`src/logic/membridge_pkg.sv`:
```
/* shared widths, APB offsets and bus structs for the memory bridge
   system addresses are counted in 64-bit words, windows are 16-word aligned */
`default_nettype none

package membridge_pkg;

    localparam int ADDR64_BITS   = 29;   // word address, byte address >> 3
    localparam int BURST_WORDS   = 16;   // longest AXI burst
    localparam int BUF_WORDS     = 512;  // page buffer depth
    localparam int BUF_ADDR_BITS = 9;
    localparam int LEN_BITS      = 10;   // 0..512 words
    localparam int FIFO_DEPTH    = 4;    // burst and data FIFOs, power of two

    localparam logic [7:0] REG_CTRL    = 8'h00;  // bit0 enable, bit1 start, bit2 reset addr
    localparam logic [7:0] REG_STATUS  = 8'h04;  // bit0 busy, bit1 done, bit2 error
    localparam logic [7:0] REG_LO_ADDR = 8'h08;
    localparam logic [7:0] REG_SIZE    = 8'h0C;
    localparam logic [7:0] REG_START   = 8'h10;
    localparam logic [7:0] REG_LEN     = 8'h14;

    typedef logic [63:0]            word_t;
    typedef logic [ADDR64_BITS-1:0] addr64_t;
    typedef logic [3:0]             burst_len_t;  // beats - 1

    typedef struct packed {
        logic [7:0]  paddr;
        logic        psel;
        logic        penable;
        logic        pwrite;
        logic [31:0] pwdata;
    } apb_req_t;

    typedef struct packed {
        logic [31:0] prdata;
        logic        pready;
        logic        pslverr;
    } apb_rsp_t;

    typedef struct packed {
        addr64_t             lo_addr;     // window base
        addr64_t             size;        // window size
        addr64_t             start_off;   // offset inside window
        logic [LEN_BITS-1:0] len;         // words to copy
        logic                reset_addr;  // restart from start_off
    } xfer_cfg_t;

    typedef struct packed {
        logic [31:0] awaddr;  // byte address
        burst_len_t  awlen;
    } axi_aw_t;

    typedef struct packed {
        word_t wdata;
        logic  wlast;
    } axi_w_t;

    typedef struct packed {
        logic [1:0] bresp;
    } axi_b_t;

endpackage

`default_nettype wire

```
`src/logic/burst_issuer.sv`:
```
/* issues INCR bursts of up to 16 words into a circular window
   a partial last burst leaves the next transfer off the 16-word grid */
`timescale 1ns/100ps
`default_nettype none

module burst_issuer import membridge_pkg::*; (
    input  logic       hclk,
    input  logic       rst,
    input  xfer_cfg_t  cfg_i,
    input  logic       start_i,
    input  logic       enable_i,
    output axi_aw_t    aw_o,
    output logic       awvalid_o,
    input  logic       awready_i,
    input  logic       bvalid_i,
    input  axi_b_t     b_i,
    output burst_len_t blen_o,
    output logic       blen_push_o,
    input  logic       blen_full_i,
    output logic       xfer_end_o,
    output logic       resp_err_o
);

    addr64_t             rel_addr;    // offset from window base
    logic [LEN_BITS-1:0] left;        // words not yet issued
    logic [5:0]          pending;     // bursts awaiting B, at most 32
    logic                active;
    logic                aw_hs;
    logic                last_burst;  // fewer than 16 words remain
    logic                last_slot;   // top 16 words of window
    axi_aw_t             aw_q;
    logic                awvalid_q;

    assign aw_hs      = awvalid_q && awready_i;
    assign last_burst = left < LEN_BITS'(BURST_WORDS);
    assign last_slot  = rel_addr[ADDR64_BITS-1:4] == (cfg_i.size[ADDR64_BITS-1:4] - 1'b1);

    always_ff @(posedge hclk or posedge rst) begin
        if (rst) begin
            rel_addr  <= '0;
            left      <= '0;
            active    <= 1'b0;
            awvalid_q <= 1'b0;
        end else begin
            if (start_i) begin
                active <= 1'b1;
                left   <= cfg_i.len;
                if (cfg_i.reset_addr) rel_addr <= cfg_i.start_off;  // else continue
            end else if (aw_hs) begin
                awvalid_q <= 1'b0;
                left      <= last_burst ? '0 : left - LEN_BITS'(BURST_WORDS);
                if (last_burst)     rel_addr <= rel_addr + ADDR64_BITS'(left[3:0]);
                else if (last_slot) rel_addr <= '0;  // wrap to window base
                else                rel_addr <= rel_addr + ADDR64_BITS'(BURST_WORDS);
            end else if (!awvalid_q && active && enable_i && (left != '0) && !blen_full_i) begin
                awvalid_q <= 1'b1;  // aw_q loads on this same edge
            end
            if (xfer_end_o) active <= 1'b0;
        end
    end

    // sum is registered while idle, so it is stable once valid rises
    always_ff @(posedge hclk) begin
        if (!awvalid_q) begin
            aw_q.awaddr <= {cfg_i.lo_addr + rel_addr, 3'b000};
            aw_q.awlen  <= last_burst ? burst_len_t'(left[3:0] - 1'b1)
                                      : burst_len_t'(BURST_WORDS - 1);
        end
    end

    always_ff @(posedge hclk or posedge rst) begin
        if (rst) begin
            pending <= '0;
        end else begin
            case ({aw_hs, bvalid_i})
                2'b10:   pending <= pending + 1'b1;
                2'b01:   pending <= pending - 1'b1;
                default: ;  // both or neither
            endcase
        end
    end

    assign xfer_end_o  = active && (left == '0) && !awvalid_q && (pending == '0);
    assign resp_err_o  = bvalid_i && (b_i.bresp != 2'b00);  // SLVERR or DECERR
    assign aw_o        = aw_q;
    assign awvalid_o   = awvalid_q;
    assign blen_o      = aw_q.awlen;
    assign blen_push_o = aw_hs;  // W side learns the length at handshake

    a_b_expected: assert property (@(posedge hclk) disable iff (rst)
        bvalid_i |-> pending != '0)
        else $error("B response with no burst outstanding");

endmodule

`default_nettype wire

```
`config.mk`:
```
export PLATFORM = sky130hd
export DESIGN_NAME = burst_issuer
export DESIGN_NICKNAME = d
export VERILOG_FILES = /design/src/logic/membridge_pkg.sv /design/src/logic/burst_issuer.sv
export SDC_FILE = /design/constraint.sdc
export NUM_CORES = 1
export LEC_CHECK = 0
export ABC_CLOCK_PERIOD_IN_PS = 4150
export BUFFER_PORTS_ARGS = -buffer_cell sky130_fd_sc_hd__buf_2
export CAP_MARGIN = 20
export CELL_PAD_IN_SITES_DETAIL_PLACEMENT = 1
export CELL_PAD_IN_SITES_GLOBAL_PLACEMENT = 2
export CORE_MARGIN = 5
export CORE_UTILIZATION = 34
export CTS_BUF_LIST = sky130_fd_sc_hd__clkbuf_8
export DETAILED_ROUTE_END_ITERATION = 7
export MAX_ROUTING_LAYER = met4
export PLACE_DENSITY = 0.84
export SYNTH_ARGS = -nofsm -noshare
export SYNTH_HDL_FRONTEND = slang
export SYNTH_SLANG_ARGS = --single-unit
export TNS_END_PERCENT = 5
```
`constraint.sdc`:
```
create_clock -name hclk -period 4.15 [get_ports hclk]
set_input_delay 1.245 -clock hclk [delete_from_list [all_inputs] [get_ports hclk]]
set_output_delay 1.245 -clock hclk [all_outputs]
set_load 0.005 [all_outputs]
```
* After elaboration in Yosys (flattened, before gate mapping) *
Index checks and enable logic that the tools add are counted.

operators by class
  add/subtract/negate cells = 8
  magnitude comparators = 1
  equality and inequality tests = 4
  muxes and demuxes = 13
  bitwise gates (word level) = 1
  reduce and logical (&&, ||, !) cells = 21

operators with widths
  kind                                                                    count
  29-bit two-way mux                                                      5
  10-bit two-way mux                                                      3
  29-bit adder                                                            1
  29-bit by 4-bit adder with 29-bit output                                1
  29-bit by 5-bit adder with 29-bit output (second input constant)        1
  25-bit equality test                                                    1
  25-bit by 1-bit subtractor with 25-bit output (second input constant)   1
  6-bit one-hot mux with 2 select lines                                   1
  10-bit logical NOT                                                      1
  10-bit by 5-bit < comparator with 1-bit output (second input constant)  1
  10-bit nonzero test                                                     1
  2-bit nonzero test                                                      5
  10-bit by 5-bit subtractor with 10-bit output (second input constant)   1
  1-bit logical AND                                                       9
  6-bit by 1-bit adder with 6-bit output (second input constant)          1
  6-bit logical NOT                                                       1
  6-bit by 1-bit subtractor with 6-bit output (second input constant)     1
  1-bit two-way mux                                                       4
  2-bit AND reduction                                                     2
  4-bit by 1-bit subtractor with 4-bit output (second input constant)     1
  2-bit by 1-bit equality test with 1-bit output (second input constant)  1
  2-bit equality test (second input constant)                             1
  1-bit logical NOT                                                       2
  2-bit inequality test (second input constant)                           1
  1-bit inverter                                                          1

storage, ports and cells
  register bits after elaboration = 80
  input bits = 107
  output and inout port bits = 44
  logic and storage cells = 55

* Depth between registers and ports, before layout *
  depth after elaboration = 7
  gate-level depth with buffers = 13
  mapped depth without buffers = 12

* Worst setup path after synthesis *
OpenSTA, ideal clock, no wires.

  kind = input -> register
  start point = input cfg_i[44] in the netlist's numbering
  end point = register rel_addr[27]
  library setup time = 126 ps
  arrival time = 3902 ps
  data required time = 4024 ps
  slack = 122 ps
  stages = 12
  path buffers = 1
  cells stage by stage = inv_1 -> ha_1 -> or4b_1 -> buf_2 -> or4b_1 -> and3_1 -> o31ai_4 -> o211ai_1 -> nor2_2 -> nand3_1 -> a31o_2 -> a221o_1

on the way
  word-level cells in the longest chain between the ends = 6

RTL lines
  element                                        line                RTL
  start: declaration                             burst_issuer.sv:9   input xfer_cfg_t cfg_i,
  25-bit by 1-bit subtractor with 25-bit output  burst_issuer.sv:36  assign last_slot = rel_addr[ADDR64_BITS-1:4] == (cfg_i.size[ADDR64_BITS-1:4] - 1'b1);
  25-bit equality test                           burst_issuer.sv:36
  29-bit two-way mux                             burst_issuer.sv:53  else if (last_slot) rel_addr <= '0;
  29-bit two-way mux                             burst_issuer.sv:52  if (last_burst) rel_addr <= rel_addr + ADDR64_BITS'(left[3:0]);
  29-bit two-way mux                             burst_issuer.sv:49  end else if (aw_hs) begin
  29-bit two-way mux                             burst_issuer.sv:45  if (start_i) begin
  end signal: assignment                         burst_issuer.sv:48  if (cfg_i.reset_addr) rel_addr <= cfg_i.start_off;
  end signal: assignment                         burst_issuer.sv:52
  end signal: assignment                         burst_issuer.sv:54  else rel_addr <= rel_addr + ADDR64_BITS'(BURST_WORDS);
  end: declaration                               burst_issuer.sv:24  addr64_t rel_addr;

No other way between the ends. The select of a mux whose other input is x is not followed.
A chain may end at the register's enable or synchronous reset.

* Final worst setup path *
  start point = input cfg_i[44] in the netlist's numbering
  end point = register rel_addr[13]

The elaborated chain is that of the path after synthesis.

==> results.tsv <==
metric	value	unit
timing_hold_violations_final	0	
hp-class	reg2reg	
grtUsageMet2	33.69	%
hp-start	pending[5]	
initial_core_util	34.27	%
vias	6294	
finalMaxSlewViolations	0	
fill_cells	2381	
path_buf_inv	4	
grt_pass1_wl	35.04	mm
synth-edff-count	33	
synth_top_area_cell	dfrtp_1	
syn2layout_area_growth	21.87	%
placementRows	51	
place_congestion	0.8441	
reg2reg_depth	13	
async_reset_ff_share	58.75	%
use_met1	26.69	%
path_depth	14	
yosysUniqueCellTypes	80	
timing.rr.start	rel_addr[1]	
stdcell_count	1191	
synth.yosys.seq_area_share	32.70	%
worst_hold_path.num_cells	1	
slew_headroom	56.39	%
cts.clk_slew.worst_paths	90	ps
pwr-share-clk	15.7	%
crit_family	simple AND/OR/NAND/NOR gates	
grt_use_total	20.40	%
skew	13.83	ps
power.density	439.0	mW/mm^2
max_freq	0.2522	GHz
postCtsSetupBuffers	0	
yosysWarnings	0	
avgSynthCellArea	8.894	um^2
startpoint	cfg_i[44]	
path_max_fanout	8	
drt-wirelength-per-cell	18.52	um
synth_most_common_cell	nand2_1	
cts.repair.resized	0	
grt_pass1_vias	6633	
synthCells	745	
peakVddDrop	0.2156	mV
cpMostUsedCell	buf_4	
htreeDepth	3	
fp.dieH	149.6	um
worst_pin_slew	653.2	ps
drive_above_1_share	26.70	%
synth_top_area_share	17.75	%
synthesis.area	0.006626	mm^2
critical_path.slowest_cell	or4b_1	
synth.top_cells.by_count	nand2_1 (62), a21oi_1 (56), nor2_1 (48)	
antenna_left	0	
num_io_pins	151	
cp-start-kind	input port	
cts_tree	built	
status	finished, final reports clean	
period_minus_slack	3965	ps
p_comb_share	44.8	%
core_area	0.01933	mm^2
switching_share	40.65	%
fp.dieArea	0.02238	mm^2
cts_buffers	9	
place_inst	1174	
hold_buffers	0	
grt_busiest_layer	met2	
endpoint_kind	register	
nNetsFinal	1072	
postRouteWirelength	22.05	mm
die_w	149.6	um
p_int	2104	uW
setup_viol	0	
dr.pass1.iters	4	
p_leak	0.003519	uW
clock-sinks	80	
fin_crit_sh	95.54	%
hpwl	17.82	mm
antenna_found_initial	1	
overflow	0	
via_per_inst	5.285	
worstPathArrival	4220	ps
port_buffers	143	
clockBufferDepth	2	
grt_start_max_net_pins	35	
timing.hold.ws	478.0	ps
required	4410	ps
synth_top_cells_by_area	dfrtp_1 (18%), edfxtp_1 (15%), ha_1 (7.9%), xnor2_1 (6.1%), a21oi_1 (4.2%)	
grt_util_met3	2.907	%
critPathKind	in2reg	
cp_cell_sequence	buf_2 > inv_1 > ha_1 > or4b_1 > buf_4 > nor4_4 > buf_4 > a21oi_2 > nor4b_1 > nand4b_1 > nor2_2 > nand3_2 > a31o_2 > a221o_1	
drtIter0Drc	335	
switching_power	1441	uW
drv_cap	0	
synth-seq-cells	80	
cp_slowest_stage_delay	500	ps
drc	0	
synth_ff_type	dfrtp_1	
clockRootBuffer	clkbuf_8	
worstSkewPairLatency	380	ps
pwr-share-seq	39.4	%
## power by group through the flow
stage | clock (uW) | sequential [uW] | combinational (uW)
final | 557 | 1400 | 1590
after CTS | 574 | 1400 | 1610
after detailed placement | 0 | 1420 | 1600
after floorplan | 0 | 1320 | 1090
after global routing | 607 | 1430 | 1790
after global placement | 0 | 1400 | 1540
## layer usage
metal | routed length (um) | vias up
li1 | - | 3115
met1 | 10180 | 3044
met2 | 10690 | 119
met3 | 898 | 16
met4 | 285 | 0
met5 | 0 | -
## logic make-up after synthesis
| group | share of synthesized area [%] |
|---|---|
| flops | 32.70 |
| simple gates | 21.88 |
| compound gates | 21.96 |
| buf+inv | 4.475 |
| fa+ha+maj | 8.837 |
| other cells | 0.05659 |
| xor+xnor | 9.460 |
| mux | 0.6231 |
## worst paths after layout
check                                    end  slack [ps]
worst min-delay path              pending[5]         480
worst max register to register      aw_o[32]         860
min in group asynchronous        rel_addr[5]         950
max in group asynchronous       rel_addr[12]        2450
worst max-delay path            rel_addr[13]         190
worst min register to register    pending[5]         480
## area by class of cell
| class | count | area (um^2) | share of cell area, % |
|---|---|---|---|
| timing repair buffer | 194 | 1099 | 13.60 |
| clock buffer | 9 | 123.9 | 1.534 |
| inverter | 33 | 123.9 | 1.534 |
| clock inverter | 7 | 46.29 | 0.5733 |
| tap | 265 | 331.6 | 4.106 |
| sequential | 80 | 2167 | 26.84 |
| antenna | 1 | 2.502 | 0.03099 |
| multi-input combinational | 602 | 4182 | 51.78 |
## placed cells by master, fill, tap and decap left out, types with 8 or more instances in the layout
master	netlist	final
a21o_1	19	19
a21oi_1	56	56
a31oi_1	13	13
and3_1	11	11
buf_2	3	143
buf_4	7	51
clkbuf_8	0	9
dfrtp_1	47	47
edfxtp_1	33	33
ha_1	42	42
inv_1	33	33
nand2_1	62	62
nand2b_1	8	8
nand3_1	22	21
nand4_1	13	13
nor2_1	48	48
nor2b_1	8	8
nor3_1	25	25
nor4_1	10	9
o21ai_0	37	37
or3_1	8	8
xnor2_1	46	46
xor2_1	23	23
## through the flow
stage          area (um^2)  setup WS, ps  TNS (ps)  power, uW  utilization (%)
3_5_place_dp          7891        -188.8     -2171       3021            40.81
2_1_floorplan         6634         122.5         0       2406                -
6_report              8075         185.3         0       3545            41.77
4_1_cts               8061         176.5         0       3586            41.69
5_1_grt               8075        -29.14    -66.68       3829            41.77
3_3_place_gp          7891        -212.7     -2148       2943            40.81
## sequential cells by signal, indices dropped and copies added, names as in the netlist
| signal | flops |
|---|---|
| pending | 6 |
| aw_o | 29 |
| rel_addr | 29 |
| left | 10 |
| active | 1 |
| blen_o | 4 |
| awvalid_o | 1 |
(Power assumes the default switching activity.)
