<file path="src/logic/membridge_pkg.sv">
/* shared widths, APB offsets and bus structs for the memory bridge
   system addresses are counted in 64-bit words, windows are 16-word aligned */
`default_nettype none

package membridge_pkg;

    localparam int ADDR64_BITS   = 29;   // word address, byte address >> 3
    localparam int BURST_WORDS   = 16;   // longest AXI burst
    localparam int BUF_WORDS     = 512;  // page buffer depth
    localparam int BUF_ADDR_BITS = 9;
    localparam int LEN_BITS      = 10;   // 0..512 words
    localparam int FIFO_DEPTH    = 4;    // burst and data FIFOs, power of two

    localparam logic [7:0] REG_CTRL    = 8'h00;  // bit0 enable, bit1 start, bit2 reset addr
    localparam logic [7:0] REG_STATUS  = 8'h04;  // bit0 busy, bit1 done, bit2 error
    localparam logic [7:0] REG_LO_ADDR = 8'h08;
    localparam logic [7:0] REG_SIZE    = 8'h0C;
    localparam logic [7:0] REG_START   = 8'h10;
    localparam logic [7:0] REG_LEN     = 8'h14;

    typedef logic [63:0]            word_t;
    typedef logic [ADDR64_BITS-1:0] addr64_t;
    typedef logic [3:0]             burst_len_t;  // beats - 1

    typedef struct packed {
        logic [7:0]  paddr;
        logic        psel;
        logic        penable;
        logic        pwrite;
        logic [31:0] pwdata;
    } apb_req_t;

    typedef struct packed {
        logic [31:0] prdata;
        logic        pready;
        logic        pslverr;
    } apb_rsp_t;

    typedef struct packed {
        addr64_t             lo_addr;     // window base
        addr64_t             size;        // window size
        addr64_t             start_off;   // offset inside window
        logic [LEN_BITS-1:0] len;         // words to copy
        logic                reset_addr;  // restart from start_off
    } xfer_cfg_t;

    typedef struct packed {
        logic [31:0] awaddr;  // byte address
        burst_len_t  awlen;
    } axi_aw_t;

    typedef struct packed {
        word_t wdata;
        logic  wlast;
    } axi_w_t;

    typedef struct packed {
        logic [1:0] bresp;
    } axi_b_t;

endpackage

`default_nettype wire

</file>
<file path="src/logic/sync_fifo.sv">
/* first-word-fall-through FIFO, DEPTH must be a power of two
   data_o is valid whenever empty_o is low */
`timescale 1ns/100ps
`default_nettype none

module sync_fifo #(
    parameter type payload_t = logic,
    parameter int  DEPTH     = 4
) (
    input  logic     hclk,
    input  logic     rst,
    input  logic     push_i,
    input  payload_t data_i,
    output logic     full_o,
    input  logic     pop_i,
    output payload_t data_o,
    output logic     empty_o
);

    payload_t                 mem [DEPTH];
    logic [$clog2(DEPTH):0]   wr_ptr;  // extra msb tells full from empty
    logic [$clog2(DEPTH):0]   rd_ptr;
    logic [$clog2(DEPTH):0]   count;

    assign count   = wr_ptr - rd_ptr;
    assign full_o  = count == ($clog2(DEPTH) + 1)'(DEPTH);
    assign empty_o = count == '0;
    assign data_o  = mem[rd_ptr[$clog2(DEPTH)-1:0]];  // head shows through

    always_ff @(posedge hclk) begin
        if (push_i) mem[wr_ptr[$clog2(DEPTH)-1:0]] <= data_i;
    end

    always_ff @(posedge hclk or posedge rst) begin
        if (rst) begin
            wr_ptr <= '0;
            rd_ptr <= '0;
        end else begin
            if (push_i) wr_ptr <= wr_ptr + 1'b1;
            if (pop_i)  rd_ptr <= rd_ptr + 1'b1;
        end
    end

    a_no_overflow: assert property (@(posedge hclk) disable iff (rst) push_i |-> !full_o)
        else $error("push into full FIFO");
    a_no_underflow: assert property (@(posedge hclk) disable iff (rst) pop_i |-> !empty_o)
        else $error("pop from empty FIFO");

endmodule

`default_nettype wire

</file>
<file path="src/logic/wdata_stream.sv">
/* reads only words that belong to the burst at the head of the length FIFO
   so nothing is left in the data FIFO once a transfer ends */
`timescale 1ns/100ps
`default_nettype none

module wdata_stream import membridge_pkg::*; (
    input  logic                     hclk,
    input  logic                     rst,
    input  logic                     start_i,
    input  burst_len_t               blen_i,
    input  logic                     blen_empty_i,
    output logic                     blen_pop_o,
    output logic                     rd_en_o,
    output logic [BUF_ADDR_BITS-1:0] rd_addr_o,
    input  word_t                    rd_data_i,
    output axi_w_t                   w_o,
    output logic                     wvalid_o,
    input  logic                     wready_i
);

    logic [BUF_ADDR_BITS-1:0] idx;       // next buffer word
    logic [4:0]               rd_cnt;    // reads issued for head burst
    burst_len_t               beat_cnt;  // beats sent in head burst
    logic [2:0]               credit;    // words queued plus read in flight
    logic                     rd_pend;   // buffer data arrives next cycle
    logic                     beat;
    logic                     d_empty;
    word_t                    d_out;

    assign rd_en_o    = !blen_empty_i && (rd_cnt <= {1'b0, blen_i})
                        && (credit < 3'(FIFO_DEPTH));
    assign rd_addr_o  = idx;
    assign wvalid_o   = !d_empty;
    assign beat       = wvalid_o && wready_i;
    assign w_o        = '{wdata: d_out, wlast: (beat_cnt == blen_i)};
    assign blen_pop_o = beat && w_o.wlast;  // burst retired on its last beat

    always_ff @(posedge hclk or posedge rst) begin
        if (rst) begin
            idx      <= '0;
            rd_cnt   <= '0;
            beat_cnt <= '0;
            credit   <= '0;
            rd_pend  <= 1'b0;
        end else begin
            rd_pend <= rd_en_o;
            credit  <= credit + 3'(rd_en_o) - 3'(beat);
            if (start_i)      idx <= '0;  // copy always begins at word 0
            else if (rd_en_o) idx <= idx + 1'b1;
            if (start_i || blen_pop_o) rd_cnt <= '0;
            else if (rd_en_o)          rd_cnt <= rd_cnt + 1'b1;
            if (start_i || blen_pop_o) beat_cnt <= '0;
            else if (beat)             beat_cnt <= beat_cnt + 1'b1;
        end
    end

    sync_fifo #(
        .payload_t (word_t),
        .DEPTH     (FIFO_DEPTH)
    ) u_data_fifo (
        .hclk    (hclk),
        .rst     (rst),
        .push_i  (rd_pend),
        .data_i  (rd_data_i),
        .full_o  (),           // credit keeps it from filling
        .pop_i   (beat),
        .data_o  (d_out),
        .empty_o (d_empty)
    );

endmodule

`default_nettype wire

</file>
<file path="config.mk">
export PLATFORM = sky130hd
export DESIGN_NAME = wdata_stream
export DESIGN_NICKNAME = d
export VERILOG_FILES = /design/src/logic/membridge_pkg.sv /design/src/logic/sync_fifo.sv /design/src/logic/wdata_stream.sv
export SDC_FILE = /design/constraint.sdc
export NUM_CORES = 1
export LEC_CHECK = 0
export BUFFER_PORTS_ARGS = -buffer_cell sky130_fd_sc_hd__buf_2
export CORE_MARGIN = 5
export CORE_UTILIZATION = 57
export DETAILED_ROUTE_END_ITERATION = 8
export PLACE_DENSITY = 0.76
export SYNTH_ARGS = -nofsm -noshare
export SYNTH_HDL_FRONTEND = slang
export SYNTH_HIERARCHICAL = 1
export SYNTH_SLANG_ARGS = --single-unit
export TNS_END_PERCENT = 1
</file>
<file path="constraint.sdc">
create_clock -name hclk -period 3.8 [get_ports hclk]
set_input_delay 0.76 -clock hclk [delete_from_list [all_inputs] [get_ports hclk]]
set_output_delay 0.76 -clock hclk [all_outputs]
set_load 0.01 [all_outputs]
</file>
# Word level (Yosys, flattened, before mapping)
# Memory sizes are Yosys's and may differ from the RTL's.
# Cells that the tools add are included.
[word_totals]
regBits = 28
ram_bits = 256
input_bits = 73
out_inout_bits = 77
wordCells = 38
mem_count = 1
[classes]
addsub = 8
order_cmp = 2
n_eq_ne = 1
mux = 8
n_reduce_logical = 11
[mem_list]
columns = ["name", "depth", "width", "rd", "rd_ports_with_merged_regs", "wr", "line", "source"]
rows = [
  ["u_data_fifo.mem", 4, 64, 1, 0, 1, "sync_fifo.sv:20", "payload_t mem [DEPTH];"],
]
[op_table]
columns = ["operator", "n"]
rows = [
  ["$mux W9", 2],
  ["$mux W5", 2],
  ["$add A9 B1 Y9 const B", 1],
  ["$mux W4", 2],
  ["$add A3 B1 Y3 const B", 2],
  ["$reduce_bool A2 Y1", 3],
  ["$add A5 B1 Y5 const B", 1],
  ["$le A5 B4 Y1", 1],
  ["$add A4 B1 Y4 const B", 1],
  ["$eq A4 B4 Y1", 1],
  ["$logic_and A1 B1 Y1", 4],
  ["$add A3 B1 Y3", 1],
  ["$logic_not A3 Y1", 1],
  ["$lt A3 B3 Y1 const B", 1],
  ["$sub A3 B1 Y3", 1],
  ["$sub A3 B3 Y3", 1],
  ["$logic_not A1 Y1", 2],
  ["$mux W1", 2],
  ["$logic_or A1 B1 Y1", 1],
]

# Longest topological paths before layout
[depth]
depth_word = 7
depth_mapped = 15
depth_no_buf = 12

# Cells and area by module
# Netlist, hierarchy kept.
[modules_own_cells]
columns = ["module", "n_inst", "cells_per_inst", "area_each_um2"]
rows = [
  ["sync_fifo", 1, 370, 9606.7],
  ["wdata_stream", 1, 146, 1377.6],
]

# Least setup slack after synthesis
# No wires, ideal clock.
[synth_path]
kind = "register to register"
from = "reg u_data_fifo.rd_ptr[1]"
to = "reg credit[2]"
arrival_time_ns = 2.774
required_ns = 3.677
setup_slack_ns = 0.903
stages_incl_launch_ff = 16
cell_sequence = "dfrtp_1 -> buf_2 -> buf_2 -> inv_1 -> ha_1 -> nor2b_1 -> xnor2_1 -> nor2_1 -> nand2b_1 -> clkbuf_1 -> inv_1 -> ha_1 -> inv_1 -> ha_1 -> fa_1 -> xnor2_1"
[synth_between]
elab_chain_cells = 5
[synth_rtl]
columns = ["element", "line", "source"]
rows = [
  ["start: declaration", "sync_fifo.sv:22", "logic [$clog2(DEPTH):0] rd_ptr;"],
  ["start signal: assignment", "sync_fifo.sv:40", "if (pop_i) rd_ptr <= rd_ptr + 1'b1;"],
  ["$sub A3 B3 Y3", "sync_fifo.sv:25", "assign count = wr_ptr - rd_ptr;"],
  ["$logic_not A3 Y1", "sync_fifo.sv:27", "assign empty_o = count == '0;"],
  ["named net d_empty", "wdata_stream.sv:27", "logic d_empty;"],
  ["$logic_not A1 Y1", "wdata_stream.sv:33", "assign wvalid_o = !d_empty;"],
  ["$logic_and A1 B1 Y1", "wdata_stream.sv:34", "assign beat = wvalid_o && wready_i;"],
  ["named net beat", "wdata_stream.sv:26", "logic beat;"],
  ["$sub A3 B1 Y3", "wdata_stream.sv:47", "credit <= credit + 3'(rd_en_o) - 3'(beat);"],
  ["end signal: assignment", "wdata_stream.sv:47", ""],
  ["end: declaration", "wdata_stream.sv:24", "logic [2:0] credit;"],
]
# The timed path passes the listed nets, and every way through them passes these cells.
# A chain may end at the register's enable or synchronous reset.

# Final worst setup path
[layout_path]
from = "reg rd_cnt[2]"
to = "out rd_en_o"
[layout_between]
elab_chain_cells = 3
[layout_rtl]
columns = ["element", "line", "source"]
rows = [
  ["start: declaration", "wdata_stream.sv:22", "logic [4:0] rd_cnt;"],
  ["start signal: assignment", "wdata_stream.sv:51", "else if (rd_en_o) rd_cnt <= rd_cnt + 1'b1;"],
  ["$le A5 B4 Y1", "wdata_stream.sv:30", "assign rd_en_o = !blen_empty_i && (rd_cnt <= {1'b0, blen_i})"],
  ["$logic_and A1 B1 Y1", "wdata_stream.sv:30", ""],
  ["$logic_and A1 B1 Y1", "wdata_stream.sv:31", "&& (credit < 3'(FIFO_DEPTH));"],
  ["end: declaration", "wdata_stream.sv:13", "output logic rd_en_o,"],
]
# No other way between the ends.

==> results by group <==
Run status
  • Status: complete, no violations

Cells and area
  • Final Util: 0.682
  • Fin cells: 959
  • Proportion of layout cells with a drive suffix above 1: 0.380
  • Area Growth Syn to Fin: 17.0%
  • Nets: 768

Critical path
  • Critical path, cell by cell: ha_1 > nand4_1 > or4_4 > nand2_1 > buf_2
  • Slowest cell delay on critical path: 540 ps
  • Critical path arrival: 2290 ps
  • Setup crit start kind: register
  • Crit path required time: 3040 ps
  • Crit Path Max Fanout: 13
  • Critical path type: register to primary output
  • Worst setup EP type: primary output
  • Slowest-stage cell, CP: or4_4

STA
  • Max-slew headroom: 0.323
  • Worst clock skew: 16.2 ps
  • Final worst slack: 749 ps
  • RSZ-0062 raised after global routing: no
  • Slew @ Worst Pin: 1020 ps
  • Number of setup violations in the final report: 0
  • Final min period: 3050 ps
  • Slew Limit Fails: 0
  • Fmax achieved: 328 MHz
  • Final period util: 0.803
  • Fin Setup TNS: 0 ps
  • Endpoints failing hold: 0

Global routing
  • Remaining Overflow, GRT: 0
  • Initial antenna violation count: 3
  • Total global-route track usage: 0.180
  • First-pass GRT wire length: 31.1 mm
  • Largest net degree at the start of global routing: 67
  • Number of global-route vias before repair: 5894

Power
  • Leakage: 4.62 nW
  • PD cells: 715 nW/um^2
  • Max VDD drop: 0.000435 V
  • Total power: 9.19 mW

Placement
  • DP Wirelength: 11.8 mm
  • PortBufs: 149
  • Placed cell count: 908
  • RePlAce Congestion: 0.899
  • Pre-CTS setup slack: 846 ps

Route
  • Total Routed Length: 19.6 mm
  • Routed Antenna Nets: 0
  • Drt pass-1 iters: 4
  • 1st-iter DRT viols: 312
  • Via density: 5.58
  • DR WL/cell: 20.4 um
  • # DRC: 0
  • Via Count: 5356

Floorplanning
  • Placement row count: 50
  • I/O pin cnt: 150
  • Die X: 149 um
  • Die Area: 22100 sq um
  • Core Region: 18800 sq um
  • Initial Util: 0.583
  • Die Height: 149 um

Clocking
  • Clk buf depth: 3
  • Hold-fix buffers, CTS: 0
  • Clock root buffer: clkbuf_16
  • CTS Buf Count: 28
  • Clock Pin Slew Worst Setup and Hold Paths: 60 ps
  • TritonCTS clock tree: yes
  • Clock sinks: 284
  • Post-CTS sizing: 0
  • Clock latency at the later pin of the worst-skew pair: 520 ps
  • H-tree levels: 1
  • Setup Fix Bufs, Post-CTS: 0

Synthesis
  • Syn_area_per_cell: 21.3 sq um
  • Mapped Cells: 515
  • YS warnings: 6
  • Syn nets: 605
  • Synth Cell Area: 11000 sq um

Job
  • Max Cap Viol: 0

Worst hold path
  • Hold WC Path Type: input port to async pin
[power breakdown]
part	total (mW)	internal, mW	switching [mW]
clock network	2.59	1.56	1.03
logic	2.55	1.17	1.38
registers	4.05	3.90	0.147
[per-stage QoR]
step	hold WS, ps	area, sq um
after floorplan	462	11000
after global placement	479	12000
after detailed placement	477	12000
after CTS	153	12800
after global routing	172	12800
final	170	12800
[placed cells by master (no fill, tap or decap), drive strengths merged, types with 12 or more instances in the layout]
| cell type | instances |
|---|---|
| a21oi | 15 |
| buf | 152 |
| clkbuf | 38 |
| dfrtp | 28 |
| edfxtp | 256 |
| ha | 16 |
| inv | 18 |
| mux4 | 64 |
| nor2 | 14 |
| o21ai | 12 |
[cell type report]
cell class,instances,area [sq um]
clock buffers,38,779
clock inverters,12,101
flip-flops and latches,284,8390
repair buffers,152,781
diodes,1,2.50
fillers,1213,5980
well taps,260,325
inverters,18,67.6
multi-input cells,194,2400
[flip-flops by register name, indices dropped and copies added, names as in the netlist]
signal              flops
rd_cnt                  5
beat_cnt                4
rd_addr_o               9
rd_pend                 1
credit                  3
u_data_fifo/rd_ptr      3
u_data_fifo/mem       256
u_data_fifo/wr_ptr      3
[worst max-delay path: cells and delay by family, from the launching register on]
kind	cells	cell delay [ps]
and+or+nand+nor	3	840
buffers and inverters	1	150
adders and majority gates	1	340
DFF	1	440
[per-layer routing]
| metal | global-route usage | share of wire |
|---|---|---|
| met5 | 0 | 0.0014 |
| met4 | 0.0462 | 0.020 |
| met3 | 0.0398 | 0.063 |
| met2 | 0.323 | 0.52 |
| met1 | 0.224 | 0.39 |
[worst paths after layout]
path                                                    from                           endpoint  slack (ps)  depth (start not counted)
setup / recovery                       rd_cnt[2]$_DFFE_PP0P_                            rd_en_o         750                          5
hold / removal                                           rst  u_data_fifo/wr_ptr[0]$_DFFE_PP0P_         170                          2
setup reg to reg           u_data_fifo/wr_ptr[0]$_DFFE_PP0P_                credit[2]$_DFF_PP0_         940                         12
hold reg to reg            u_data_fifo/wr_ptr[2]$_DFFE_PP0P_  u_data_fifo/wr_ptr[2]$_DFFE_PP0P_         490                          1
max in group asynchronous                                rst            beat_cnt[1]$_DFFE_PP0P_        2840                          2
min in group hclk                              rd_data_i[31]   u_data_fifo/mem[1][31]$_DFFE_PP_         460                          1
Note: power is estimated with default switching activity, not from simulation.
