$ cat src/logic/membridge_pkg.sv
/* shared widths, APB offsets and bus structs for the memory bridge
   system addresses are counted in 64-bit words, windows are 16-word aligned */
`default_nettype none

package membridge_pkg;

    localparam int ADDR64_BITS   = 29;   // word address, byte address >> 3
    localparam int BURST_WORDS   = 16;   // longest AXI burst
    localparam int BUF_WORDS     = 512;  // page buffer depth
    localparam int BUF_ADDR_BITS = 9;
    localparam int LEN_BITS      = 10;   // 0..512 words
    localparam int FIFO_DEPTH    = 4;    // burst and data FIFOs, power of two

    localparam logic [7:0] REG_CTRL    = 8'h00;  // bit0 enable, bit1 start, bit2 reset addr
    localparam logic [7:0] REG_STATUS  = 8'h04;  // bit0 busy, bit1 done, bit2 error
    localparam logic [7:0] REG_LO_ADDR = 8'h08;
    localparam logic [7:0] REG_SIZE    = 8'h0C;
    localparam logic [7:0] REG_START   = 8'h10;
    localparam logic [7:0] REG_LEN     = 8'h14;

    typedef logic [63:0]            word_t;
    typedef logic [ADDR64_BITS-1:0] addr64_t;
    typedef logic [3:0]             burst_len_t;  // beats - 1

    typedef struct packed {
        logic [7:0]  paddr;
        logic        psel;
        logic        penable;
        logic        pwrite;
        logic [31:0] pwdata;
    } apb_req_t;

    typedef struct packed {
        logic [31:0] prdata;
        logic        pready;
        logic        pslverr;
    } apb_rsp_t;

    typedef struct packed {
        addr64_t             lo_addr;     // window base
        addr64_t             size;        // window size
        addr64_t             start_off;   // offset inside window
        logic [LEN_BITS-1:0] len;         // words to copy
        logic                reset_addr;  // restart from start_off
    } xfer_cfg_t;

    typedef struct packed {
        logic [31:0] awaddr;  // byte address
        burst_len_t  awlen;
    } axi_aw_t;

    typedef struct packed {
        word_t wdata;
        logic  wlast;
    } axi_w_t;

    typedef struct packed {
        logic [1:0] bresp;
    } axi_b_t;

endpackage

`default_nettype wire

$ cat src/logic/bridge_regs.sv
/* zero-wait APB register file; writes land at the end of the access cycle
   start is dropped while busy or when enable is not set in the same write */
`timescale 1ns/100ps
`default_nettype none

module bridge_regs import membridge_pkg::*; (
    input  logic      hclk,
    input  logic      rst,
    input  apb_req_t  apb_i,
    output apb_rsp_t  apb_o,
    input  logic      xfer_end_i,
    input  logic      resp_err_i,
    output xfer_cfg_t cfg_o,
    output logic      start_o,
    output logic      enable_o
);

    logic                wr;         // access phase write
    logic                start_req;  // accepted start
    logic                enable_q;
    logic                reset_addr_q;
    logic                busy_q;
    logic                done_q;
    logic                err_q;
    addr64_t             lo_addr_q;
    addr64_t             size_q;
    addr64_t             start_off_q;
    logic [LEN_BITS-1:0] len_q;
    logic [31:0]         rdata;

    assign wr        = apb_i.psel && apb_i.penable && apb_i.pwrite;
    assign start_req = wr && (apb_i.paddr == REG_CTRL) && !busy_q
                       && apb_i.pwdata[0] && apb_i.pwdata[1];  // enable and start together

    always_ff @(posedge hclk or posedge rst) begin
        if (rst) begin
            enable_q     <= 1'b0;
            reset_addr_q <= 1'b0;
            lo_addr_q    <= '0;
            size_q       <= '0;
            start_off_q  <= '0;
            len_q        <= '0;
        end else if (wr) begin
            case (apb_i.paddr)
                REG_CTRL: begin
                    enable_q     <= apb_i.pwdata[0];
                    reset_addr_q <= apb_i.pwdata[2];
                end
                REG_LO_ADDR: begin
                    lo_addr_q   <= {apb_i.pwdata[ADDR64_BITS-1:4], 4'h0};  // 16-word aligned
                    start_off_q <= '0;                                   // new window, offset 0
                end
                REG_SIZE:  size_q      <= {apb_i.pwdata[ADDR64_BITS-1:4], 4'h0};
                REG_START: start_off_q <= {apb_i.pwdata[ADDR64_BITS-1:4], 4'h0};
                REG_LEN:   len_q       <= apb_i.pwdata[LEN_BITS-1:0];  // any length
                default: ;
            endcase
        end
    end

    always_ff @(posedge hclk or posedge rst) begin
        if (rst) begin
            start_o <= 1'b0;
            busy_q  <= 1'b0;
            done_q  <= 1'b0;
            err_q   <= 1'b0;
        end else begin
            start_o <= start_req;  // one cycle after the write
            if (start_req)       busy_q <= 1'b1;
            else if (xfer_end_i) busy_q <= 1'b0;
            if (start_req || !enable_q) done_q <= 1'b0;  // disable or restart clears done
            else if (xfer_end_i)        done_q <= 1'b1;
            if (start_req)       err_q <= 1'b0;
            else if (resp_err_i) err_q <= 1'b1;  // sticky until next start
        end
    end

    always_comb begin
        rdata = '0;
        case (apb_i.paddr)
            REG_CTRL:    rdata = {29'h0, reset_addr_q, 1'b0, enable_q};  // start reads 0
            REG_STATUS:  rdata = {29'h0, err_q, done_q, busy_q};
            REG_LO_ADDR: rdata = 32'(lo_addr_q);
            REG_SIZE:    rdata = 32'(size_q);
            REG_START:   rdata = 32'(start_off_q);
            REG_LEN:     rdata = 32'(len_q);
            default: ;
        endcase
    end

    assign apb_o    = '{prdata: rdata, pready: 1'b1, pslverr: 1'b0};
    assign enable_o = enable_q;
    assign cfg_o    = '{lo_addr: lo_addr_q, size: size_q, start_off: start_off_q,
                        len: len_q, reset_addr: reset_addr_q};

endmodule

`default_nettype wire

$ cat config.mk
export PLATFORM = sky130hd
export DESIGN_NAME = bridge_regs
export DESIGN_NICKNAME = d
export VERILOG_FILES = /design/src/logic/membridge_pkg.sv /design/src/logic/bridge_regs.sv
export SDC_FILE = /design/constraint.sdc
export NUM_CORES = 1
export LEC_CHECK = 0
export BUFFER_PORTS_ARGS = -buffer_cell sky130_fd_sc_hd__clkbuf_2
export CAP_MARGIN = 0
export CORE_AREA = 8 8 122 124
export CTS_BUF_LIST = sky130_fd_sc_hd__clkbuf_4 sky130_fd_sc_hd__clkbuf_8
export DETAILED_ROUTE_END_ITERATION = 8
export DIE_AREA = 0 0 130 132
export SLEW_MARGIN = 0
export SYNTH_ARGS = -nofsm -noshare
export SYNTH_HDL_FRONTEND = slang
export SYNTH_SLANG_ARGS = --single-unit
$ cat constraint.sdc
create_clock -name hclk -period 4.42 [get_ports hclk]
set_input_delay 1.326 -clock hclk [delete_from_list [all_inputs] [get_ports hclk]]
set_output_delay 1.326 -clock hclk [all_outputs]
set_load 0.005 [all_outputs]
* After elaboration in Yosys (flattened, before gate mapping)
Index checks and enable logic that the tools add are counted.
W data, S select, Z words.
** Cells by class
- $add $sub $neg :: 0
- Multipliers :: 0
- Div/mod/pow operators :: 0
- Magnitude comparators :: 0
- Equal/unequal tests :: 5
- Shifts and indexed selects :: 0
- Muxes and demuxes :: 8
- Bitwise logic cells :: 0
- Reduce and logical (&&, ||, !) cells :: 19
** Operator list (number)
- $pmux W29 S6 :: 1
- $pmux W29 S2 :: 1
- $eq A8 B4 Y1 const B :: 2
- $eq A8 B5 Y1 const B :: 2
- $reduce_and A2 Y1 :: 5
- $eq A8 B3 Y1 const B :: 1
- $logic_not A8 Y1 :: 1
- $reduce_bool A2 Y1 :: 4
- $logic_and A1 B1 Y1 :: 6
- $mux W1 :: 6
- $logic_not A1 Y1 :: 2
- $logic_or A1 B1 Y1 :: 1
** Storage, ports and cells
- Register bits :: 95
- Latch bits :: 0
- RAM bits :: 0
- Memory bits (read-only) :: 0
- Output and inout bits :: 134
- Logic and storage cells :: 42
- Memories kept :: 0

* Logic depth before layout (Yosys ltp)
Gate-level depths: netlist of run 1.
- Word-level depth :: 8
- Gate-level depth with buffers :: 5

* Worst setup path before layout of run 1
Ideal clock, no wire load.
- Path kind :: input to output
- From :: input apb_i[40] (netlist name)
- To :: output apb_o[11] (netlist name)
- Arrival time :: 2.649 ns
- Data required time :: 3.094 ns
- Path slack :: 0.445 ns
- Stages on the path :: 5
- Buffers on the path :: 2
- Cell sequence :: or4b_2 > buf_2 > clkbuf_1 > nor3_1 > a221o_1
** RTL lines
- start, declared :: line bridge_regs.sv:9 : input apb_req_t apb_i,
- end, declared :: line bridge_regs.sv:10 : output apb_rsp_t apb_o,

==> metrics.txt, run 1 <==
deepest level of the CTS H-tree=3; share of layout cells above drive strength 1=45.6%; DRT antenna net count=0; Final Max Slew Viols=0; classification of the worst-slack hold path=reg2reg; routing layer with the top usage in global route=met2; path length in cells of the critical path=6; Resize count post-CTS=0; row count=42; run status=completed; setup clock skew after layout=0.00683 ns; Worst Max-Slew Pin Slew=between 0.9 and 1 ns; delay of the slowest cell on the worst path=0.72 ns; leakage power=3.02 nW; endpoint class of the critical path=primary output; ports placed on the boundary=~180; cells after synthesis=around 370; number of cells in the finished layout apart from fillers=just over 700; worst-case reg-to-reg path depth=3; total iterations of the first detailed-routing run=5; Worst Setup EP=apb_o[11]; antenna violations before repair=0; most common cell after layout, fill and taps aside=sky130_fd_sc_hd__clkbuf_2; placed cell areas=0.00539 mm^2; clk sink count=91; insertion delay to the later sink of the worst-skew pair=0.36 ns; f_max=0.238 GHz; category of cells accounting for the largest share of critical-path delay=simple AND/OR/NAND/NOR gates; die span in x=approximately 130 um; RR Startpoint=busy_q$_DFFE_PP0P_; Tcrit/Tclk final=a little over nine tenths; iteration-0 DRC count of the detailed router=221; cts bufs inserted=9; commonest cells after routing, fill and taps aside=sky130_fd_sc_hd__clkbuf_2 (160), sky130_fd_sc_hd__dfrtp_1 (91), sky130_fd_sc_hd__mux2_2 (37); Syn Std Cell Area=0.00440 mm^2; met2 usage in global routing=27.4%; Area growth, synth to finish=26.7%; starting density of the core=33.9%; number of input and output port buffers inserted=160; final total power=1.56 mW; yosys warns=0; sequential element share of the synthesized area=51.7%; Finished Core Util=43.0%; met1 Resource Use GR=about a fifth; overall routing resource usage=between 15 and 20%; DRC=0; routability congestion estimate from global placement=between 0.7 and 0.8; maximum resistive drop on vdd=0.000147 V; Unique masters post-synth=33; Worst path slowest cell=sky130_fd_sc_hd__or4b_2; fin crit period=between 4 and 5 ns; Max-cap violations=0; sum of overflow across all layers after global routing=0; final wirelength=14000 um; number of global-route vias before repair=3985; arrival time of the worst setup path=2.87 ns; Critical Path Start Type=input port; area of the core region=0.0130 mm^2; Critical Path, Cell by Cell=clkbuf_2 -> or4b_2 -> buf_12 -> nor3_1 -> a221o_1 -> clkbuf_2; setup_tns=0 ns; Critical path origin=apb_i[40]; Fillers=1303; post-CTS repair timing setup buffer count=0; Final Cell Area=about 0.0056 mm^2; final net count=574; final HPWL from detailed placement=just over 10000 um; Avg Inst Size Synth=11.9 um^2; # setup viols final=0; dominant cell type by count on the critical path=sky130_fd_sc_hd__clkbuf_2; CTS tree=built; final count of hold timing violations=0; Max Fanout on Critical Path=26; WS Path Type=in2out; setup repair after global routing missed its margin=false; floorplan die height=132 um; routing usage on met3=5.18%; worst reg2reg endpoint=err_q$_DFFE_PP0P_; required time worst endpoint=3.09 ns; Power Density=280 mW/mm^2; global-route wire length before repair=22200 um; total instance count after detailed placement=692; post-cts hold buffer count=0; relative slew slack=33.4%; routed wire length per instance=roughly 20 um; Yosys reg bits=between 90 and 100; maximum number of buffers from clock root to sink=2; via/cell ratio=5.25; vias after detailed routing=3712; full die area=0.0172 mm^2; master cell of the clock root buffer=sky130_fd_sc_hd__clkbuf_8; # diodes=0; R2R setup slack=approximately 3.3 ns; CP Buf/Inv Count=3; clock-pin slew of the registers on the worst-case setup and hold paths=~0.080 ns; maximum number of pins on one net before global-route repair=81
-- where the power goes --
group / internal (mW) / total [mW] / switching (mW) / leakage, nW
Clock: 0.276 / 0.559 / 0.283 / 0.100
Combinational: 0.0527 / 0.136 / 0.0835 / 1.78
Sequential: 0.852 / 0.867 / 0.0152 / 1.14
-- state kept, by name, indices dropped and copies added (netlist names) --
name / cells
busy_q: 1
start_off_q: 25
start_o: 1
enable_o: 1
size_q: 25
reset_addr_q: 1
done_q: 1
lo_addr_q: 25
len_q: 10
err_q: 1
-- logic make-up (layout without fill, tap and decap cells) --
group                  after synthesis  after routing  synth area share [%]
other                                2             17                 0.171
muxes                               68             68                  17.2
buffers and inverters               74            221                  8.44
and+or+nand+nor                     79             79                  11.5
DFF                                 91             91                  51.7
AOI/OAI and AO/OA                   55             55                  10.9
-- stage by stage --
step	hold slack, ns	setup WS (ns)
floorplan	0.455	0.445
global placement	0.474	0.244
detailed placement	0.484	0.217
CTS	0.504	0.213
global route	0.510	0.138
finish	0.498	0.220
-- worst min-delay path: cells and delay by family (launching register included) --
| family | cells | cell delay [ns] |
|---|---|---|
| flip-flops | 1 | 0.34 |
| AND/OR/NAND/NOR | 2 | 0.12 |
-- synth_stat cells --
cell / number / share of area [%]
sky130_fd_sc_hd__mux2_1: 25 / 6.4
sky130_fd_sc_hd__a32o_1: 1 / 0.23
sky130_fd_sc_hd__clkbuf_1: 14 / 1.2
sky130_fd_sc_hd__or4_1: 2 / 0.34
sky130_fd_sc_hd__or4b_2: 1 / 0.23
sky130_fd_sc_hd__conb_1: 2 / 0.17
sky130_fd_sc_hd__a221o_1: 27 / 6.1
sky130_fd_sc_hd__mux2_2: 37 / 9.5
sky130_fd_sc_hd__nor4b_2: 2 / 0.68
sky130_fd_sc_hd__buf_2: 12 / 1.4
sky130_fd_sc_hd__nand3_2: 1 / 0.23
sky130_fd_sc_hd__and3_1: 5 / 0.71
sky130_fd_sc_hd__nor2_1: 5 / 0.43
sky130_fd_sc_hd__nor3b_1: 1 / 0.17
sky130_fd_sc_hd__inv_1: 27 / 2.3
sky130_fd_sc_hd__or4b_1: 1 / 0.23
sky130_fd_sc_hd__nand4_2: 1 / 0.28
sky130_fd_sc_hd__o31ai_1: 25 / 4.3
sky130_fd_sc_hd__nor3_4: 1 / 0.37
sky130_fd_sc_hd__nand4_1: 25 / 3.6
sky130_fd_sc_hd__buf_4: 21 / 3.6
sky130_fd_sc_hd__a21o_1: 1 / 0.17
sky130_fd_sc_hd__o21ai_0: 1 / 0.11
sky130_fd_sc_hd__or3_1: 1 / 0.14
sky130_fd_sc_hd__nor4_1: 2 / 0.28
sky130_fd_sc_hd__mux2i_1: 6 / 1.4
sky130_fd_sc_hd__nor4_2: 1 / 0.28
sky130_fd_sc_hd__nand3b_1: 1 / 0.17
sky130_fd_sc_hd__dfrtp_1: 91 / 52
sky130_fd_sc_hd__nand3_1: 1 / 0.11
sky130_fd_sc_hd__and2_1: 1 / 0.14
sky130_fd_sc_hd__nor3_1: 26 / 3.0
sky130_fd_sc_hd__nor3_2: 1 / 0.23
-- routing by layer --
metal	vias to the layer above	wire [um]
li1	1670	-
met2	172	6770
met1	1847	5610
met4	0	257
met5	-	0
met3	23	1350
-- how the worst min path moves through the flow --
stage,from,endpoint,slack [ns],cells after the start
2_1_floorplan,busy_q$_DFFE_PP0P_,busy_q$_DFFE_PP0P_,0.45,1
3_3_place_gp,err_q$_DFFE_PP0P_,err_q$_DFFE_PP0P_,0.47,2
3_5_place_dp,err_q$_DFFE_PP0P_,err_q$_DFFE_PP0P_,0.48,2
4_1_cts,err_q$_DFFE_PP0P_,err_q$_DFFE_PP0P_,0.50,2
5_1_grt,err_q$_DFFE_PP0P_,err_q$_DFFE_PP0P_,0.51,2
6_report,err_q$_DFFE_PP0P_,err_q$_DFFE_PP0P_,0.50,2
-- cell type report --
type	count	area, um^2	area share, %
inverter	27	104	1.86
clock inverter	3	40.0	0.718
sequential	91	2280	40.8
timing repair buffer	179	956	17.1
clock buffer	12	146	2.62
tap	176	220	3.95
multi-input combinational	219	1830	32.9
No activity file was read; power rests on OpenSTA's default activity.
==> inputs of run 2 (changes only) <==
==> constraint.sdc (replaced) <==
create_clock -name hclk -period 4.42 [get_ports hclk]
set_input_delay 1.326 -clock hclk [delete_from_list [all_inputs] [get_ports hclk]]
set_output_delay 1.326 -clock hclk [all_outputs]
set_load 0.1 [all_outputs]
==> metrics.txt, run 2 (same netlist as run 1, synthesis figures left out) <==
master cell of the clock root buffer=sky130_fd_sc_hd__clkbuf_8; Max-cap violations=0 (unchanged); arrival time of the worst setup path=2.95 ns (+0.08 ns); routability congestion estimate from global placement=0.780 (+2.1%); antenna violations before repair=0 (unchanged); Final Max Slew Viols=0 (unchanged); area of the core region=0.0130 mm^2 (unchanged); run status=completed; setup_tns=0 ns (unchanged); worst reg2reg endpoint=err_q$_DFFE_PP0P_; final count of hold timing violations=0 (unchanged); RR Startpoint=busy_q$_DFFE_PP0P_; registers with the most flip-flops=lo_addr_q x25, size_q x25, start_off_q x25; ports placed on the boundary=181 (unchanged); die span in x=130 um (unchanged); # diodes=0 (unchanged); iteration-0 DRC count of the detailed router=201 (-9.0%); leakage power=3.14 nW (+3.9%); Resize count post-CTS=0 (unchanged); via/cell ratio=5.13 (-2.3%); endpoint class of the critical path=primary output; final total power=1.81 mW (+16%); total iterations of the first detailed-routing run=4 (-1); classification of the worst-slack hold path=reg2reg; DRT antenna net count=0 (unchanged); full die area=0.0172 mm^2 (unchanged); maximum number of buffers from clock root to sink=2 (unchanged); vias after detailed routing=3627 (-2.3%); cts bufs inserted=9 (unchanged); maximum number of pins on one net before global-route repair=73 (-9.9%); required time worst endpoint=3.09 ns (about the same); post-cts hold buffer count=0 (unchanged); f_max=0.234 GHz (-1.7%); # setup viols final=0 (unchanged); final net count=574 (unchanged); Gate power share=19.7% (+11 points); share of power burned in the clock network=32.3% (-3.5 points); insertion delay to the later sink of the worst-skew pair=0.35 ns (about the same); WS Path Type=in2out; CTS tree=built; Critical Path Start Type=input port; worst-case reg-to-reg path depth=3 (unchanged); sum of overflow across all layers after global routing=0 (unchanged); clk sink count=91 (unchanged); fin crit period=4.27 ns (+0.0729 ns); final wirelength=14300 um (+2.4%); setup clock skew after layout=0.000403 ns (-0.00643 ns); R2R setup slack=3.30 ns (about the same); switch share=33.1% (+8.7 points); power dissipated by switching net loads=0.599 mW (+57%); DRC=0 (unchanged); Hold Crit Start=err_q$_DFFE_PP0P_; routed wire length per instance=20.3 um (+2.4%); overall routing resource usage=17.1% (+0.51 points); worst hold path endpoint=err_q$_DFFE_PP0P_; Fillers=1216 (-6.7%); starting density of the core=33.9% (unchanged); Max Fanout on Critical Path=26 (unchanged); final HPWL from detailed placement=10400 um (+2.5%); row count=42 (unchanged); most common cell after layout, fill and taps aside=sky130_fd_sc_hd__clkbuf_2; post-CTS repair timing setup buffer count=0 (unchanged); worst hold path cell count=2 (unchanged); setup repair after global routing missed its margin=false; Power Density=298 mW/mm^2 (+6.5%); share of layout cells above drive strength 1=50.1% (+4.5 points); number of global-route vias before repair=4015 (+0.75%); number of input and output port buffers inserted=160 (unchanged); Tcrit/Tclk final=96.7% (+1.6 points); Worst Max-Slew Pin Slew=0.895 ns (-0.104 ns); commonest cells after routing, fill and taps aside=sky130_fd_sc_hd__clkbuf_2 (131), sky130_fd_sc_hd__dfrtp_1 (91), sky130_fd_sc_hd__mux2_2 (37); floorplan die height=132 um (unchanged); Area growth, synth to finish=37.6%; maximum resistive drop on vdd=0.000130 V (-11%); internal power consumption=1.21 mW (+2.4%); clock-pin slew of the registers on the worst-case setup and hold paths=0.08 ns (about the same); relative slew slack=40.3% (+6.9 points); global-route wire length before repair=22800 um (+3.0%); deepest level of the CTS H-tree=3 (unchanged); Seq pwr share=48.0% (-7.5 points)
## run 2: cell count changes in the layout (fill, tap and decap cells not counted), sizes merged
cell    previous run  this run
buf               19        48
clkbuf           172       144
clkinv             2         1
## run 2: through the flow
| stage | hold WS, ns | setup WS (ns) | instances | cell area (um^2) | utilization [%] |
|---|---|---|---|---|---|
| floorplan | 0.455 | 0.0224 | 384 | 4490 | - |
| global placement | 0.475 | 0.155 | 692 | 5860 | 45.1 |
| detailed placement | 0.491 | 0.144 | 692 | 5860 | 45.1 |
| CTS | 0.513 | 0.143 | 707 | 6060 | 46.7 |
| global route | 0.547 | 0.0710 | 707 | 6060 | 46.7 |
| finish | 0.511 | 0.147 | 707 | 6060 | 46.7 |
## run 2: worst max-delay path, cell delays in order
cell                       delay [ns]
sky130_fd_sc_hd__clkbuf_2        0.12
sky130_fd_sc_hd__or4b_2          0.71
sky130_fd_sc_hd__buf_12          0.21
sky130_fd_sc_hd__nor3_1          0.18
sky130_fd_sc_hd__a221o_1         0.20
sky130_fd_sc_hd__buf_12          0.19
## run 2: area by class of cell
type / count / area, um^2 / share of cell area (%)
timing repair buffer: 179 / 1390 / 23.0
tap: 176 / 220 / 3.63
clock inverter: 2 / 35.0 / 0.578
inverter: 27 / 104 / 1.71
clock buffer: 13 / 166 / 2.75
sequential: 91 / 2280 / 37.6
multi-input combinational: 219 / 1860 / 30.8
## run 2: power by group through the flow
stage	Clock [mW]	Sequential (mW)	Combinational (mW)
finish	0.584	0.867	0.356
global route	0.647	0.871	0.372
CTS	0.610	0.868	0.358
detailed placement	0	0.884	0.358
global placement	0	0.883	0.354
floorplan	0	1.03	0.137
## run 2: worst max path at each step
stage | startpoint | end | slack [ns] | depth (start not counted)
after floorplan | apb_i[40] | apb_o[6] | 0.02 | 4
after global placement | apb_i[40] | apb_o[6] | 0.16 | 6
after detailed placement | apb_i[40] | apb_o[16] | 0.14 | 6
after CTS | apb_i[40] | apb_o[16] | 0.14 | 6
after global routing | apb_i[40] | apb_o[7] | 0.07 | 6
final | apb_i[40] | apb_o[6] | 0.15 | 6
## run 2: metal layers
metal	routed length [um]	track usage (%)
met2	7180	29.3
met4	179	5.16
met1	5850	20.0
met5	0	0
met3	1120	4.77
